## src/hdl/lane_pkg.sv

```systemverilog
// Lane bring-up types
package lane_pkg;

  // bring-up states, link setup first, then training, then cl0
  typedef enum logic [3:0] {
    ST_DISABLED   = 4'd0,
    ST_CABLE_PROP = 4'd1,
    ST_DET_DEVICE = 4'd2,
    ST_PARAMETERS = 4'd3,
    ST_CLK_SWITCH = 4'd4,
    ST_GEN4_TS1   = 4'd5,
    ST_GEN4_TS2   = 4'd6,
    ST_GEN4_TS3   = 4'd7,
    ST_GEN4_TS4   = 4'd8,
    ST_GEN3_SLOS1 = 4'd9,
    ST_GEN3_SLOS2 = 4'd10,
    ST_GEN3_TS1   = 4'd11,
    ST_GEN3_TS2   = 4'd12,
    ST_CL0        = 4'd13
  } lane_state_e;

  typedef enum logic [1:0] {
    GEN4 = 2'd0,
    GEN3 = 2'd1,
    GEN2 = 2'd2                        // slowest
  } gen_speed_e;

  // lane content, used for both transmit select and received set
  typedef enum logic [3:0] {
    OS_GEN3_SLOS1 = 4'd0,
    OS_GEN3_SLOS2 = 4'd1,
    OS_GEN3_TS1   = 4'd2,
    OS_GEN3_TS2   = 4'd3,
    OS_GEN4_TS1   = 4'd4,
    OS_GEN4_TS2   = 4'd5,
    OS_GEN4_TS3   = 4'd6,
    OS_GEN4_TS4   = 4'd7,
    OS_DATA       = 4'd8,              // transport layer data
    OS_ZEROS      = 4'd9
  } os_sel_e;

  typedef struct packed {
    logic disabled_min;                // min time in disabled has passed
    logic training_error;
    logic gen4_ts1;
    logic gen4_ts2;
  } timer_flags_t;

  typedef struct packed {
    logic disabled;
    logic training;
    logic ts1_gen4;
    logic ts2_gen4;
  } lane_status_t;

  function automatic logic is_training_state(lane_state_e st);
    return st inside {ST_GEN4_TS1, ST_GEN4_TS2, ST_GEN4_TS3, ST_GEN4_TS4,
                      ST_GEN3_SLOS1, ST_GEN3_SLOS2, ST_GEN3_TS1, ST_GEN3_TS2};
  endfunction

endpackage

```

## src/hdl/sideband_pkg.sv

```systemverilog
// Sideband transaction types
package sideband_pkg;

  // transaction select toward the sideband transmitter
  typedef enum logic [2:0] {
    TRANS_NONE   = 3'd0,
    TRANS_AT_REQ = 3'd2                // AT request for far adapter parameters
  } trans_sel_e;

  typedef struct packed {
    logic        valid;                // one-cycle pulse per received transaction
    logic        error;
    logic [23:0] payload;
  } at_rsp_t;

  localparam logic CFG_READ = 1'b1;

  // configuration space access
  typedef struct packed {
    logic [7:0] address;
    logic       read_write;            // 1 is read
  } cfg_req_t;

  typedef struct packed {
    trans_sel_e trans_sel;
    logic       disconnect;            // zeros on sbtx
  } sb_tx_t;

  localparam sb_tx_t SB_TX_RESET = '{trans_sel: TRANS_NONE, disconnect: 1'b1};

endpackage

```

## src/hdl/lane_state_fsm.sv

```systemverilog
// Lane bring-up state machine
`timescale 1ns/1ps

module lane_state_fsm
(
  input  logic                   fsm_clk,
  input  logic                   reset_n,
  input  logic                   lane_disable_i,
  input  logic                   disconnect_sbrx_i,  // far side requests disconnect
  input  lane_pkg::timer_flags_t timers_i,
  input  sideband_pkg::at_rsp_t  at_rsp_i,
  input  logic                   usb4_cable_i,
  input  lane_pkg::gen_speed_e   gen_speed_i,
  input  logic                   stage_done_i,       // enough sets sent and far set seen
  output lane_pkg::lane_state_e  state_o
);

  import lane_pkg::*;

  lane_state_e state_q;
  lane_state_e state_nxt;
  logic        at_rsp_ok;

  assign at_rsp_ok = at_rsp_i.valid && !at_rsp_i.error;
  assign state_o   = state_q;

  //////////////////////////////
  // state register

  always_ff @(posedge fsm_clk or negedge reset_n)
  begin
    if (!reset_n)
    begin
      state_q <= ST_DISABLED;
    end
    else
    begin
      state_q <= state_nxt;
    end
  end

  //////////////////////////////
  // next-state logic

  always_comb
  begin
    state_nxt = state_q;
    case (state_q)
      ST_DISABLED:
        if (!lane_disable_i && timers_i.disabled_min)
          state_nxt = ST_CABLE_PROP;
      ST_CABLE_PROP:
        if (usb4_cable_i)
          state_nxt = ST_DET_DEVICE;
      ST_DET_DEVICE:
        if (!disconnect_sbrx_i)
          state_nxt = ST_PARAMETERS;
      ST_PARAMETERS:
        if (at_rsp_ok)
          state_nxt = ST_CLK_SWITCH;
      ST_CLK_SWITCH:
        state_nxt = (gen_speed_i == GEN4) ? ST_GEN4_TS1 : ST_GEN3_SLOS1;
      ST_GEN4_TS1:
        if (timers_i.gen4_ts1)
          state_nxt = ST_PARAMETERS;
        else if (stage_done_i)
          state_nxt = ST_GEN4_TS2;
      ST_GEN4_TS2:
        if (timers_i.gen4_ts2)
          state_nxt = ST_PARAMETERS;
        else if (stage_done_i)
          state_nxt = ST_GEN4_TS3;
      ST_GEN4_TS3:
        if (stage_done_i)
          state_nxt = ST_GEN4_TS4;
      ST_GEN4_TS4:
        if (stage_done_i)
          state_nxt = ST_CL0;
      ST_GEN3_SLOS1:
        if (stage_done_i)
          state_nxt = ST_GEN3_SLOS2;
      ST_GEN3_SLOS2:
        if (stage_done_i)
          state_nxt = ST_GEN3_TS1;
      ST_GEN3_TS1:
        if (stage_done_i)
          state_nxt = ST_GEN3_TS2;
      ST_GEN3_TS2:
        if (stage_done_i)
          state_nxt = ST_CL0;
      ST_CL0:
        state_nxt = ST_CL0;            // data on the lanes
      default:
        state_nxt = ST_DISABLED;
    endcase

    // common exits, later ones win
    if (is_training_state(state_q) && timers_i.training_error)
      state_nxt = ST_PARAMETERS;
    if (state_q > ST_DET_DEVICE && disconnect_sbrx_i)
      state_nxt = ST_DET_DEVICE;
    if (state_q != ST_DISABLED && lane_disable_i)
      state_nxt = ST_DISABLED;
  end

endmodule

```

## src/hdl/link_param_negotiator.sv

```systemverilog
// Link speed negotiation
`timescale 1ns/1ps

module link_param_negotiator
#(
  parameter logic [7:0] CABLE_PROP_ADDR = 8'd18
)
(
  input  logic                   fsm_clk,
  input  logic                   reset_n,
  input  lane_pkg::lane_state_e  state_i,
  input  logic [31:0]            c_data_i,     // cable properties word
  input  sideband_pkg::at_rsp_t  at_rsp_i,
  output sideband_pkg::cfg_req_t cfg_req_o,
  output logic                   usb4_cable_o,
  output lane_pkg::gen_speed_e   gen_speed_o
);

  import lane_pkg::*;
  import sideband_pkg::*;

  gen_speed_e cable_gen;
  gen_speed_e far_gen;

  // lowest generation both ends support
  function automatic gen_speed_e slower_gen(gen_speed_e a, gen_speed_e b);
    if (a == GEN2 || b == GEN2)
      return GEN2;
    else if (a == GEN3 || b == GEN3)
      return GEN3;
    else
      return GEN4;
  endfunction

  always_ff @(posedge fsm_clk or negedge reset_n)
  begin
    if (!reset_n)
    begin
      cfg_req_o    <= '{address: 8'h00, read_write: CFG_READ};
      usb4_cable_o <= 1'b0;
      cable_gen    <= GEN4;
      far_gen      <= GEN4;
      gen_speed_o  <= GEN4;
    end
    else
    begin
      case (state_i)
        ST_DISABLED:
        begin
          cfg_req_o    <= '{address: 8'h00, read_write: CFG_READ};
          usb4_cable_o <= 1'b0;
          cable_gen    <= GEN4;
          far_gen      <= GEN4;
          gen_speed_o  <= GEN4;
        end
        ST_CABLE_PROP:
        begin
          cfg_req_o    <= '{address: CABLE_PROP_ADDR, read_write: CFG_READ};
          usb4_cable_o <= (c_data_i[7:0] == 8'h40);
          if (c_data_i[21])
            cable_gen <= GEN4;
          else if (c_data_i[20])
            cable_gen <= GEN3;
          else
            cable_gen <= GEN2;
        end
        ST_PARAMETERS:
        begin
          // far adapter generation bits in the AT response
          if (at_rsp_i.payload[18])
            far_gen <= GEN4;
          else if (at_rsp_i.payload[13])
            far_gen <= GEN3;
          else
            far_gen <= GEN2;
          gen_speed_o <= slower_gen(cable_gen, far_gen);
        end
        default:
        begin
          gen_speed_o <= gen_speed_o;  // held through training
        end
      endcase
    end
  end

endmodule

```

## src/hdl/os_exchange_tracker.sv

```systemverilog
// Ordered-set exchange tracker
`timescale 1ns/1ps

module os_exchange_tracker
#(
  parameter int GEN4_OS_COUNT = 16,
  parameter int GEN3_OS_COUNT = 32
)
(
  input  logic                   fsm_clk,
  input  logic                   reset_n,
  input  lane_pkg::lane_state_e  state_i,
  input  lane_pkg::os_sel_e      os_in_i,      // set seen on the receive lanes
  input  logic                   os_sent_i,    // pulse per set transmitted
  input  lane_pkg::gen_speed_e   gen_speed_i,
  output lane_pkg::os_sel_e      d_sel_o,
  output lane_pkg::lane_status_t status_o,
  output logic                   stage_done_o
);

  import lane_pkg::*;

  localparam int MAX_COUNT = (GEN4_OS_COUNT > GEN3_OS_COUNT) ? GEN4_OS_COUNT : GEN3_OS_COUNT;
  localparam int CNT_W     = $clog2(MAX_COUNT + 1);

  lane_state_e      state_d1;
  logic             stage_entry;
  logic [CNT_W-1:0] sent_cnt;
  logic [CNT_W-1:0] threshold;
  logic             os_matched;
  logic             count_done;

  function automatic os_sel_e stage_os(lane_state_e st);
    case (st)
      ST_GEN4_TS1:   return OS_GEN4_TS1;
      ST_GEN4_TS2:   return OS_GEN4_TS2;
      ST_GEN4_TS3:   return OS_GEN4_TS3;
      ST_GEN4_TS4:   return OS_GEN4_TS4;
      ST_GEN3_SLOS1: return OS_GEN3_SLOS1;
      ST_GEN3_SLOS2: return OS_GEN3_SLOS2;
      ST_GEN3_TS1:   return OS_GEN3_TS1;
      ST_GEN3_TS2:   return OS_GEN3_TS2;
      ST_CL0:        return OS_DATA;
      default:       return OS_ZEROS;
    endcase
  endfunction

  assign stage_entry = (state_i != state_d1);   // d_sel still shows the old set
  assign threshold   = (gen_speed_i == GEN4) ? CNT_W'(GEN4_OS_COUNT) : CNT_W'(GEN3_OS_COUNT);
  assign count_done  = (sent_cnt >= threshold);

  always_ff @(posedge fsm_clk or negedge reset_n)
  begin
    if (!reset_n)
    begin
      state_d1     <= ST_DISABLED;
      sent_cnt     <= '0;
      os_matched   <= 1'b0;
      stage_done_o <= 1'b0;
      d_sel_o      <= OS_ZEROS;
      status_o     <= '{disabled: 1'b1, training: 1'b0, ts1_gen4: 1'b0, ts2_gen4: 1'b0};
    end
    else
    begin
      state_d1 <= state_i;
      if (stage_entry || !is_training_state(state_i))
      begin
        sent_cnt   <= '0;
        os_matched <= 1'b0;
      end
      else
      begin
        if (os_sent_i && !count_done)
          sent_cnt <= sent_cnt + 1'b1;   // saturates at threshold
        if (os_in_i == stage_os(state_i))
          os_matched <= 1'b1;
      end
      // one cycle high, the state moves on the same edge
      stage_done_o <= is_training_state(state_i) && !stage_entry && !stage_done_o &&
                      count_done && os_matched;
      d_sel_o           <= stage_os(state_i);
      status_o.disabled <= (state_i == ST_DISABLED);
      status_o.training <= is_training_state(state_i);
      status_o.ts1_gen4 <= (state_i == ST_GEN4_TS1);
      status_o.ts2_gen4 <= (state_i == ST_GEN4_TS2);
    end
  end

endmodule

```

## src/hdl/at_request_ctrl.sv

```systemverilog
// AT request and sideband disconnect
`timescale 1ns/1ps

module at_request_ctrl
(
  input  logic                  fsm_clk,
  input  logic                  reset_n,
  input  lane_pkg::lane_state_e state_i,
  input  sideband_pkg::at_rsp_t at_rsp_i,
  input  logic                  sync_busy_i,   // pulse synchronizer still busy
  output sideband_pkg::sb_tx_t  sb_tx_o
);

  import lane_pkg::*;
  import sideband_pkg::*;

  lane_state_e state_d1;
  logic        armed_q;
  logic        in_params;
  logic        req_pending;

  assign in_params   = (state_i == ST_PARAMETERS);
  // armed on entry, re-armed by an errored response
  assign req_pending = in_params &&
                       (armed_q || state_d1 != ST_PARAMETERS ||
                        (at_rsp_i.valid && at_rsp_i.error));

  always_ff @(posedge fsm_clk or negedge reset_n)
  begin
    if (!reset_n)
    begin
      state_d1 <= ST_DISABLED;
      armed_q  <= 1'b0;
      sb_tx_o  <= SB_TX_RESET;
    end
    else
    begin
      state_d1             <= state_i;
      armed_q              <= req_pending && sync_busy_i;   // wait out the synchronizer
      sb_tx_o.trans_sel    <= (req_pending && !sync_busy_i) ? TRANS_AT_REQ : TRANS_NONE;
      sb_tx_o.disconnect   <= (state_i == ST_DISABLED) || (state_i == ST_CABLE_PROP);
    end
  end

endmodule

```

## src/hdl/usb4_lane_ctrl.sv

```systemverilog
// USB4 lane bring-up controller
`timescale 1ns/1ps

module usb4_lane_ctrl
#(
  parameter int         GEN4_OS_COUNT   = 16,
  parameter int         GEN3_OS_COUNT   = 32,
  parameter logic [7:0] CABLE_PROP_ADDR = 8'd18
)
(
  input  logic                   fsm_clk,
  input  logic                   reset_n,
  input  lane_pkg::os_sel_e      os_in_i,
  input  logic                   os_sent_i,
  input  logic                   disconnect_sbrx_i,
  input  logic                   lane_disable_i,
  input  lane_pkg::timer_flags_t timers_i,
  input  sideband_pkg::at_rsp_t  at_rsp_i,
  input  logic [31:0]            c_data_i,
  input  logic                   sync_busy_i,
  output lane_pkg::os_sel_e      d_sel_o,
  output lane_pkg::gen_speed_e   gen_speed_o,
  output lane_pkg::lane_status_t status_o,
  output sideband_pkg::cfg_req_t cfg_req_o,
  output sideband_pkg::sb_tx_t   sb_tx_o
);

  import lane_pkg::*;

  lane_state_e state;
  logic        stage_done;
  logic        usb4_cable;

  lane_state_fsm i_lane_state_fsm (
    .fsm_clk           (fsm_clk),
    .reset_n           (reset_n),
    .lane_disable_i    (lane_disable_i),
    .disconnect_sbrx_i (disconnect_sbrx_i),
    .timers_i          (timers_i),
    .at_rsp_i          (at_rsp_i),
    .usb4_cable_i      (usb4_cable),
    .gen_speed_i       (gen_speed_o),
    .stage_done_i      (stage_done),
    .state_o           (state)
  );

  link_param_negotiator #(
    .CABLE_PROP_ADDR (CABLE_PROP_ADDR)
  ) i_link_param_negotiator (
    .fsm_clk      (fsm_clk),
    .reset_n      (reset_n),
    .state_i      (state),
    .c_data_i     (c_data_i),
    .at_rsp_i     (at_rsp_i),
    .cfg_req_o    (cfg_req_o),
    .usb4_cable_o (usb4_cable),
    .gen_speed_o  (gen_speed_o)
  );

  os_exchange_tracker #(
    .GEN4_OS_COUNT (GEN4_OS_COUNT),
    .GEN3_OS_COUNT (GEN3_OS_COUNT)
  ) i_os_exchange_tracker (
    .fsm_clk      (fsm_clk),
    .reset_n      (reset_n),
    .state_i      (state),
    .os_in_i      (os_in_i),
    .os_sent_i    (os_sent_i),
    .gen_speed_i  (gen_speed_o),
    .d_sel_o      (d_sel_o),
    .status_o     (status_o),
    .stage_done_o (stage_done)
  );

  at_request_ctrl i_at_request_ctrl (
    .fsm_clk     (fsm_clk),
    .reset_n     (reset_n),
    .state_i     (state),
    .at_rsp_i    (at_rsp_i),
    .sync_busy_i (sync_busy_i),
    .sb_tx_o     (sb_tx_o)
  );

endmodule

```

## config.mk

```make
export PLATFORM = sky130hd
export DESIGN_NAME = usb4_lane_ctrl
export DESIGN_NICKNAME = d
export VERILOG_FILES = /design/src/hdl/lane_pkg.sv /design/src/hdl/sideband_pkg.sv /design/src/hdl/lane_state_fsm.sv /design/src/hdl/link_param_negotiator.sv /design/src/hdl/os_exchange_tracker.sv /design/src/hdl/at_request_ctrl.sv /design/src/hdl/usb4_lane_ctrl.sv
export SDC_FILE = /design/constraint.sdc
export NUM_CORES = 1
export LEC_CHECK = 0
export ABC_AREA = 1
export BUFFER_PORTS_ARGS = -buffer_cell sky130_fd_sc_hd__buf_2
export CAP_MARGIN = 20
export CORE_ASPECT_RATIO = 1.4
export CORE_MARGIN = 2
export CORE_UTILIZATION = 54
export CTS_CLUSTER_SIZE = 24
export DETAILED_ROUTE_END_ITERATION = 8
export GPL_TIMING_DRIVEN = 0
export HOLD_SLACK_MARGIN = 0.06
export MAX_ROUTING_LAYER = met4
export PLACE_DENSITY = 0.93
export SLEW_MARGIN = 20
export SYNTH_ARGS = -nofsm -noshare
export SYNTH_HDL_FRONTEND = slang
export SYNTH_HIERARCHICAL = 1
export SYNTH_SLANG_ARGS = --single-unit
```

## constraint.sdc

```tcl
create_clock -name fsm_clk -period 3.7 [get_ports fsm_clk]
set_input_delay 0.555 -clock fsm_clk [delete_from_list [all_inputs] [get_ports fsm_clk]]
set_output_delay 0.555 -clock fsm_clk [all_outputs]
set_load 0.01 [all_outputs]
```

After elaboration in Yosys (flattened, before gate mapping) --
Memories as Yosys holds them, arrays and structs flattened. A register that Yosys moved wholly into a read port is not among the register bits. Cells that the tools add are included.
Operators by class: equality and inequality tests 32, mux-type cells 36, reductions and logical operators 38, add/subtract/negate cells 1, $lt $le $gt $ge 2
Operators by type and width (number):
- $mux 4 | 18
- $pmux 4 s13 | 1
- $eq 4x4->1 const B | 6
- $ne 5x4->1 const B | 4
- $mux 6 | 3
- $pmux 9 s2 | 1
- $eq 4x3->1 const B | 4
- $ne 5x5->1 const B | 3
- $logic_and 1x1->1 | 14
- $mux 2 | 6
- $ne 6x5->1 const B | 2
- $pmux 2 s2 | 3
- $reduce_and 11->1 | 1
- $eq 4x2->1 const B | 2
- $eq 8x7->1 const B | 1
- $logic_not 1->1 | 8
- $reduce_bool 2->1 | 4
- $reduce_bool 8->1 | 1
- $add 6x1->6 const B | 1
- $ge 6x6->1 | 1
- $logic_or 1x1->1 | 6
- $ne 5x1->1 const B | 1
- $ne 5x2->1 const B | 1
- $eq 2x1->1 const B | 2
- other kinds (12) | 15
Word-level totals: flip-flop bits (word level) 41, logic and storage cells 129, memories kept 2, ROM bits 128
Memory list:
- (no name shown) | depth 16, bits a word 4, rd ports 1, clocked after Yosys merged registers in 0, wr ports 0, RTL line os_exchange_tracker.sv:34 | case (st)
- (no name shown) | depth 16, bits a word 4, rd ports 1, clocked after Yosys merged registers in 1, wr ports 0, RTL line os_exchange_tracker.sv:34

Longest topological paths before layout --
word-level depth 8, depth in mapped cells 12

Modules after synthesis --
Netlist, hierarchy kept.
By module, submodules not included:
- os_exchange_tracker | area an instance 1188.6 um2, instances 1, cells each 137
- lane_state_fsm | area an instance 616.8 um2, instances 1, cells each 106
- link_param_negotiator | area an instance 538.0 um2, instances 1, cells each 80
- at_request_ctrl | area an instance 257.7 um2, instances 1, cells each 25

Worst setup path before layout --
No wires, ideal clock.
path kind reg2reg, start point register i_lane_state_fsm.state_q[0] (netlist: i_lane_state_fsm/state_o[0]), end point register i_os_exchange_tracker.sent_cnt[3], buffers on the path 0, setup slack 1.916 ns, stages on the path, launching flop included 7, period minus slack after synthesis 1.784 ns, arrival time 1.658 ns, setup time 0.127 ns, cell sequence dfrtp_1 -> inv_1 -> ha_1 -> nor3_1 -> o211ai_4 -> nand2_4 -> nor3_2
On the way: cells in the longest elaborated chain, start to end 5, elaborated cells between the ends (all ways) 14
RTL lines:
- from (decl) | RTL line lane_state_fsm.sv:20 | lane_state_e state_q;
- from (signal assigned) | RTL line lane_state_fsm.sv:38 | state_q <= state_nxt;
- $eq 4x3->1 / $eq 4x4->1 (equally long branches) | RTL line lane_pkg.sv:57 | return st inside {ST_GEN4_TS1, ST_GEN4_TS2, ST_GEN4_TS3, ST_GEN4_TS4,
- $reduce_bool 8->1 | RTL line lane_pkg.sv:57
- $logic_not 1->1 | RTL line os_exchange_tracker.sv:66 | if (stage_entry || !is_training_state(state_i))
- $logic_or 1x1->1 * | RTL line os_exchange_tracker.sv:66
- $mux 6 / $reduce_bool 2->1 (equally long branches)
- to (signal assigned) | RTL line os_exchange_tracker.sv:74 | sent_cnt <= sent_cnt + 1'b1;
- to (decl) | RTL line os_exchange_tracker.sv:28 | logic [CNT_W-1:0] sent_cnt;
Every way passes the cells marked *; elsewhere a longest branch is shown, timed or not. A chain may end at the register's enable or synchronous reset.

Worst setup path in the final report --
start point register i_lane_state_fsm.state_q[0] (netlist: i_lane_state_fsm/state_o[0]), end point register i_os_exchange_tracker.sent_cnt[1]
Same word-level chain as after synthesis.

==> reports/metrics.cfg <==
[timing]
fmax_mhz = 477
min_period_ns = 2.10
finalCritPeriodShare = 0.566
worst_pin_slew_ns = 0.823
slew_headroom = 0.451
setup_tns_ns = 0
fin_skew_ns = 0.00664
setup_viol = 0
finalHoldViolCount = 0
drv_slew = 0
fin_ws_ns = 1.60
rsz0062_at_grt = false

[power_and_ir_drop]
p_per_area_nw_per_um2 = 621
cellLeakagePower_nw = 1.65
p_int_mw = 1.02
switchingPower_mw = 0.832
power_mw = 1.85
switching_share = 0.449
comb_power_share = 0.500
ir_drop_mv = 0.303
clockPowerShare = 0.145
p_seq_frac = 0.355

[worst_hold_path]
holdCritPathClass = in -> async

[placed_design]
portBuffers = 41
place_inst = 457
gp_congestion = 0.877
dp_slack_ns = 1.61
hpwl_mm = 3.92

[detailed_routing]
first_iter_violations = 97
drc = 0
vias = 2222
antenna_left = 0
wl_per_cell_um = 10.8
drt-vias-per-instance = 4.78
routed_wirelength_mm = 5.04
dr.pass1.iters = 4

[synthesis]
yosysWarnings = 6
syn_inst = 348
yosysSeqAreaShare = 0.377
synthesis.area_um2 = 2600
synth-seq-cells = 39
synth.distinct_cells = 36
synth.avg_cell_area_um2 = 7.47

[clock_tree]
cts_resized = 0
clkTransAtPathRegs_ns = 0.07
cts_root_buffer = clkbuf_8
clk_latency_ns = 0.29
cts_tree = done
htreeDepth = 2
hold_buffers = 0
clockBufferDepth = 2
post-cts-setup-buffers = 0
clock_sinks = 39
cts_buffers = 5

[global_route]
grt_pass1_vias = 2190
gr-total-overflow = 0
grt_pass1_wl_mm = 8.98
grt_usage = 0.214
antenna_found_initial = 0
grt_start_max_net_pins = 40

[floorplanning]
die_h_um = 86.1
ios = 95
rows = 29
die_w_um = 62.7
initial_core_util = 0.569
coreArea_um2 = 4570
fp.dieArea_um2 = 5400

[cells_and_area]
nNetsFinal = 484
drive_above_1_share = 0.261
fin_cells = 465
syn2layout_area_growth_pct = 14.8
diodes = 0

[setup_path]
end_kind = flop
crit_buf_inv = 1
worstSetupPathType = reg -> reg
r2r_cells = 6
crit_family = flip-flops
start_kind = flop
cp_slowest_cell = dfrtp_1
path_cells = inv_1 -> ha_1 -> nor3_1 -> o211ai_4 -> nand2_4 -> nor3b_2
arrival_ns = 2.27
critPathRequiredTime_ns = 3.87
slowest_delay_ns = 0.85
worstPathMaxFanout = 20
crit_cells = 6

[run_status]
status = finished, final reports clean

[flow_run]
cap_violations = 0

==> cell families (layout without fill, tap and decap cells) <==
logic type / count (synthesis) / after routing / share of synthesized area
simple gates: 199 / 199 / 0.377
buf+inv: 74 / 123 / 0.129
flops: 39 / 39 / 0.377
compound gates: 17 / 17 / 0.0447
fa+ha+maj: 10 / 10 / 0.0481
xor+xnor: 6 / 6 / 0.0202
other cells: 3 / 9 / 0.00433
==> placed cells by master (no fill, tap or decap), types with 5 or more instances in the layout <==
| cell | n |
|---|---|
| nor3_1 | 6 |
| conb_1 | 9 |
| nor2_1 | 36 |
| buf_2 | 42 |
| nand2_4 | 5 |
| o21ai_0 | 5 |
| dfrtp_1 | 35 |
| clkbuf_8 | 5 |
| inv_2 | 7 |
| nand3_1 | 29 |
| nand2_1 | 87 |
| ha_1 | 10 |
| inv_1 | 52 |
| buf_4 | 11 |
| nor2_2 | 11 |
| nand3b_1 | 5 |
==> routing by layer <==
layer,global-route usage,routed length (um)
met3,0.0328,205
met5,-,0
met4,0.0929,107
met1,0.216,1980
met2,0.404,2750
==> cell type report <==
| cell class | count | area, um^2 |
|---|---|---|
| tap | 62 | 77.6 |
| fill | 404 | 1590 |
| inverter | 60 | 225 |
| sequential | 39 | 981 |
| timing repair buffer | 41 | 205 |
| clock buffer | 8 | 80.1 |
| buffer | 14 | 110 |
| multi-input combinational | 241 | 1310 |
==> synthesized netlist by cell type (all sizes together) <==
cell type / count / area share
nand2: 95 / 0.15
inv: 59 / 0.085
nor2: 51 / 0.096
dfrtp: 35 / 0.34
nand3: 31 / 0.063
buf: 14 / 0.042
ha: 10 / 0.048
nor3: 9 / 0.023
o21ai: 9 / 0.020
nand3b: 6 / 0.019
a21oi: 4 / 0.0077
dfstp: 4 / 0.040
nand4: 4 / 0.0096
conb: 3 / 0.0043
xnor2: 3 / 0.010
xor2: 3 / 0.010
o211ai: 2 / 0.011
a211o: 1 / 0.0034
a31oi: 1 / 0.0024
and3: 1 / 0.0043
clkinv: 1 / 0.0014
nor3b: 1 / 0.0048
or2: 1 / 0.0024
==> power groups by stage <==
| stage | registers (mW) | clock network, mW | logic [mW] |
|---|---|---|---|
| final | 0.658 | 0.269 | 0.928 |
| after detailed placement | 0.667 | 0 | 0.924 |
| after global placement | 0.658 | 0 | 0.895 |
| after global routing | 0.674 | 0.295 | 1.06 |
| after floorplan | 0.658 | 0 | 0.711 |
| after CTS | 0.659 | 0.277 | 0.929 |
==> stage by stage <==
stage	hold WS, ns	instance area (um^2)	util
after floorplan	0.259	2620	-
final	0.360	2990	0.653
after global placement	0.479	2910	0.636
after CTS	0.402	2990	0.653
after global routing	0.425	2990	0.653
after detailed placement	0.481	2910	0.636
==> sequential cells by signal (all words and copies together), names as in the netlist <==
| signal | cells |
|---|---|
| i_link_param_negotiator/usb4_cable_o | 1 |
| i_at_request_ctrl/sb_tx_o | 2 |
| i_link_param_negotiator/far_gen | 2 |
| i_os_exchange_tracker/stage_done_o | 1 |
| i_os_exchange_tracker/status_o | 4 |
| i_at_request_ctrl/state_d1 | 4 |
| i_link_param_negotiator/gen_speed_o | 2 |
| i_os_exchange_tracker/sent_cnt | 6 |
| i_os_exchange_tracker/d_sel_o | 4 |
| i_lane_state_fsm/state_o | 4 |
| i_os_exchange_tracker/os_matched | 1 |
| i_os_exchange_tracker/state_d1 | 4 |
| i_at_request_ctrl/armed_q | 1 |
| i_link_param_negotiator/cable_gen | 2 |
| i_link_param_negotiator/cfg_req_o | 1 |
==> path summary, 6_finish.rpt <==
check | from | endpoint | slack [ns]
worst max-delay path | i_lane_state_fsm/state_o[0] | i_os_exchange_tracker/sent_cnt[1] | 1.60
worst min-delay path | reset_n | i_os_exchange_tracker/stage_done_o | 0.36
worst max register to register | i_lane_state_fsm/state_o[0] | i_os_exchange_tracker/sent_cnt[1] | 1.60
worst min register to register | i_link_param_negotiator/usb4_cable_o | i_link_param_negotiator/usb4_cable_o | 0.50
max in group asynchronous | reset_n | i_at_request_ctrl/state_d1[3] | 2.82
min in group fsm_clk | sync_busy_i | i_at_request_ctrl/sb_tx_o[2] | 0.43
(Power assumes the default switching activity.)
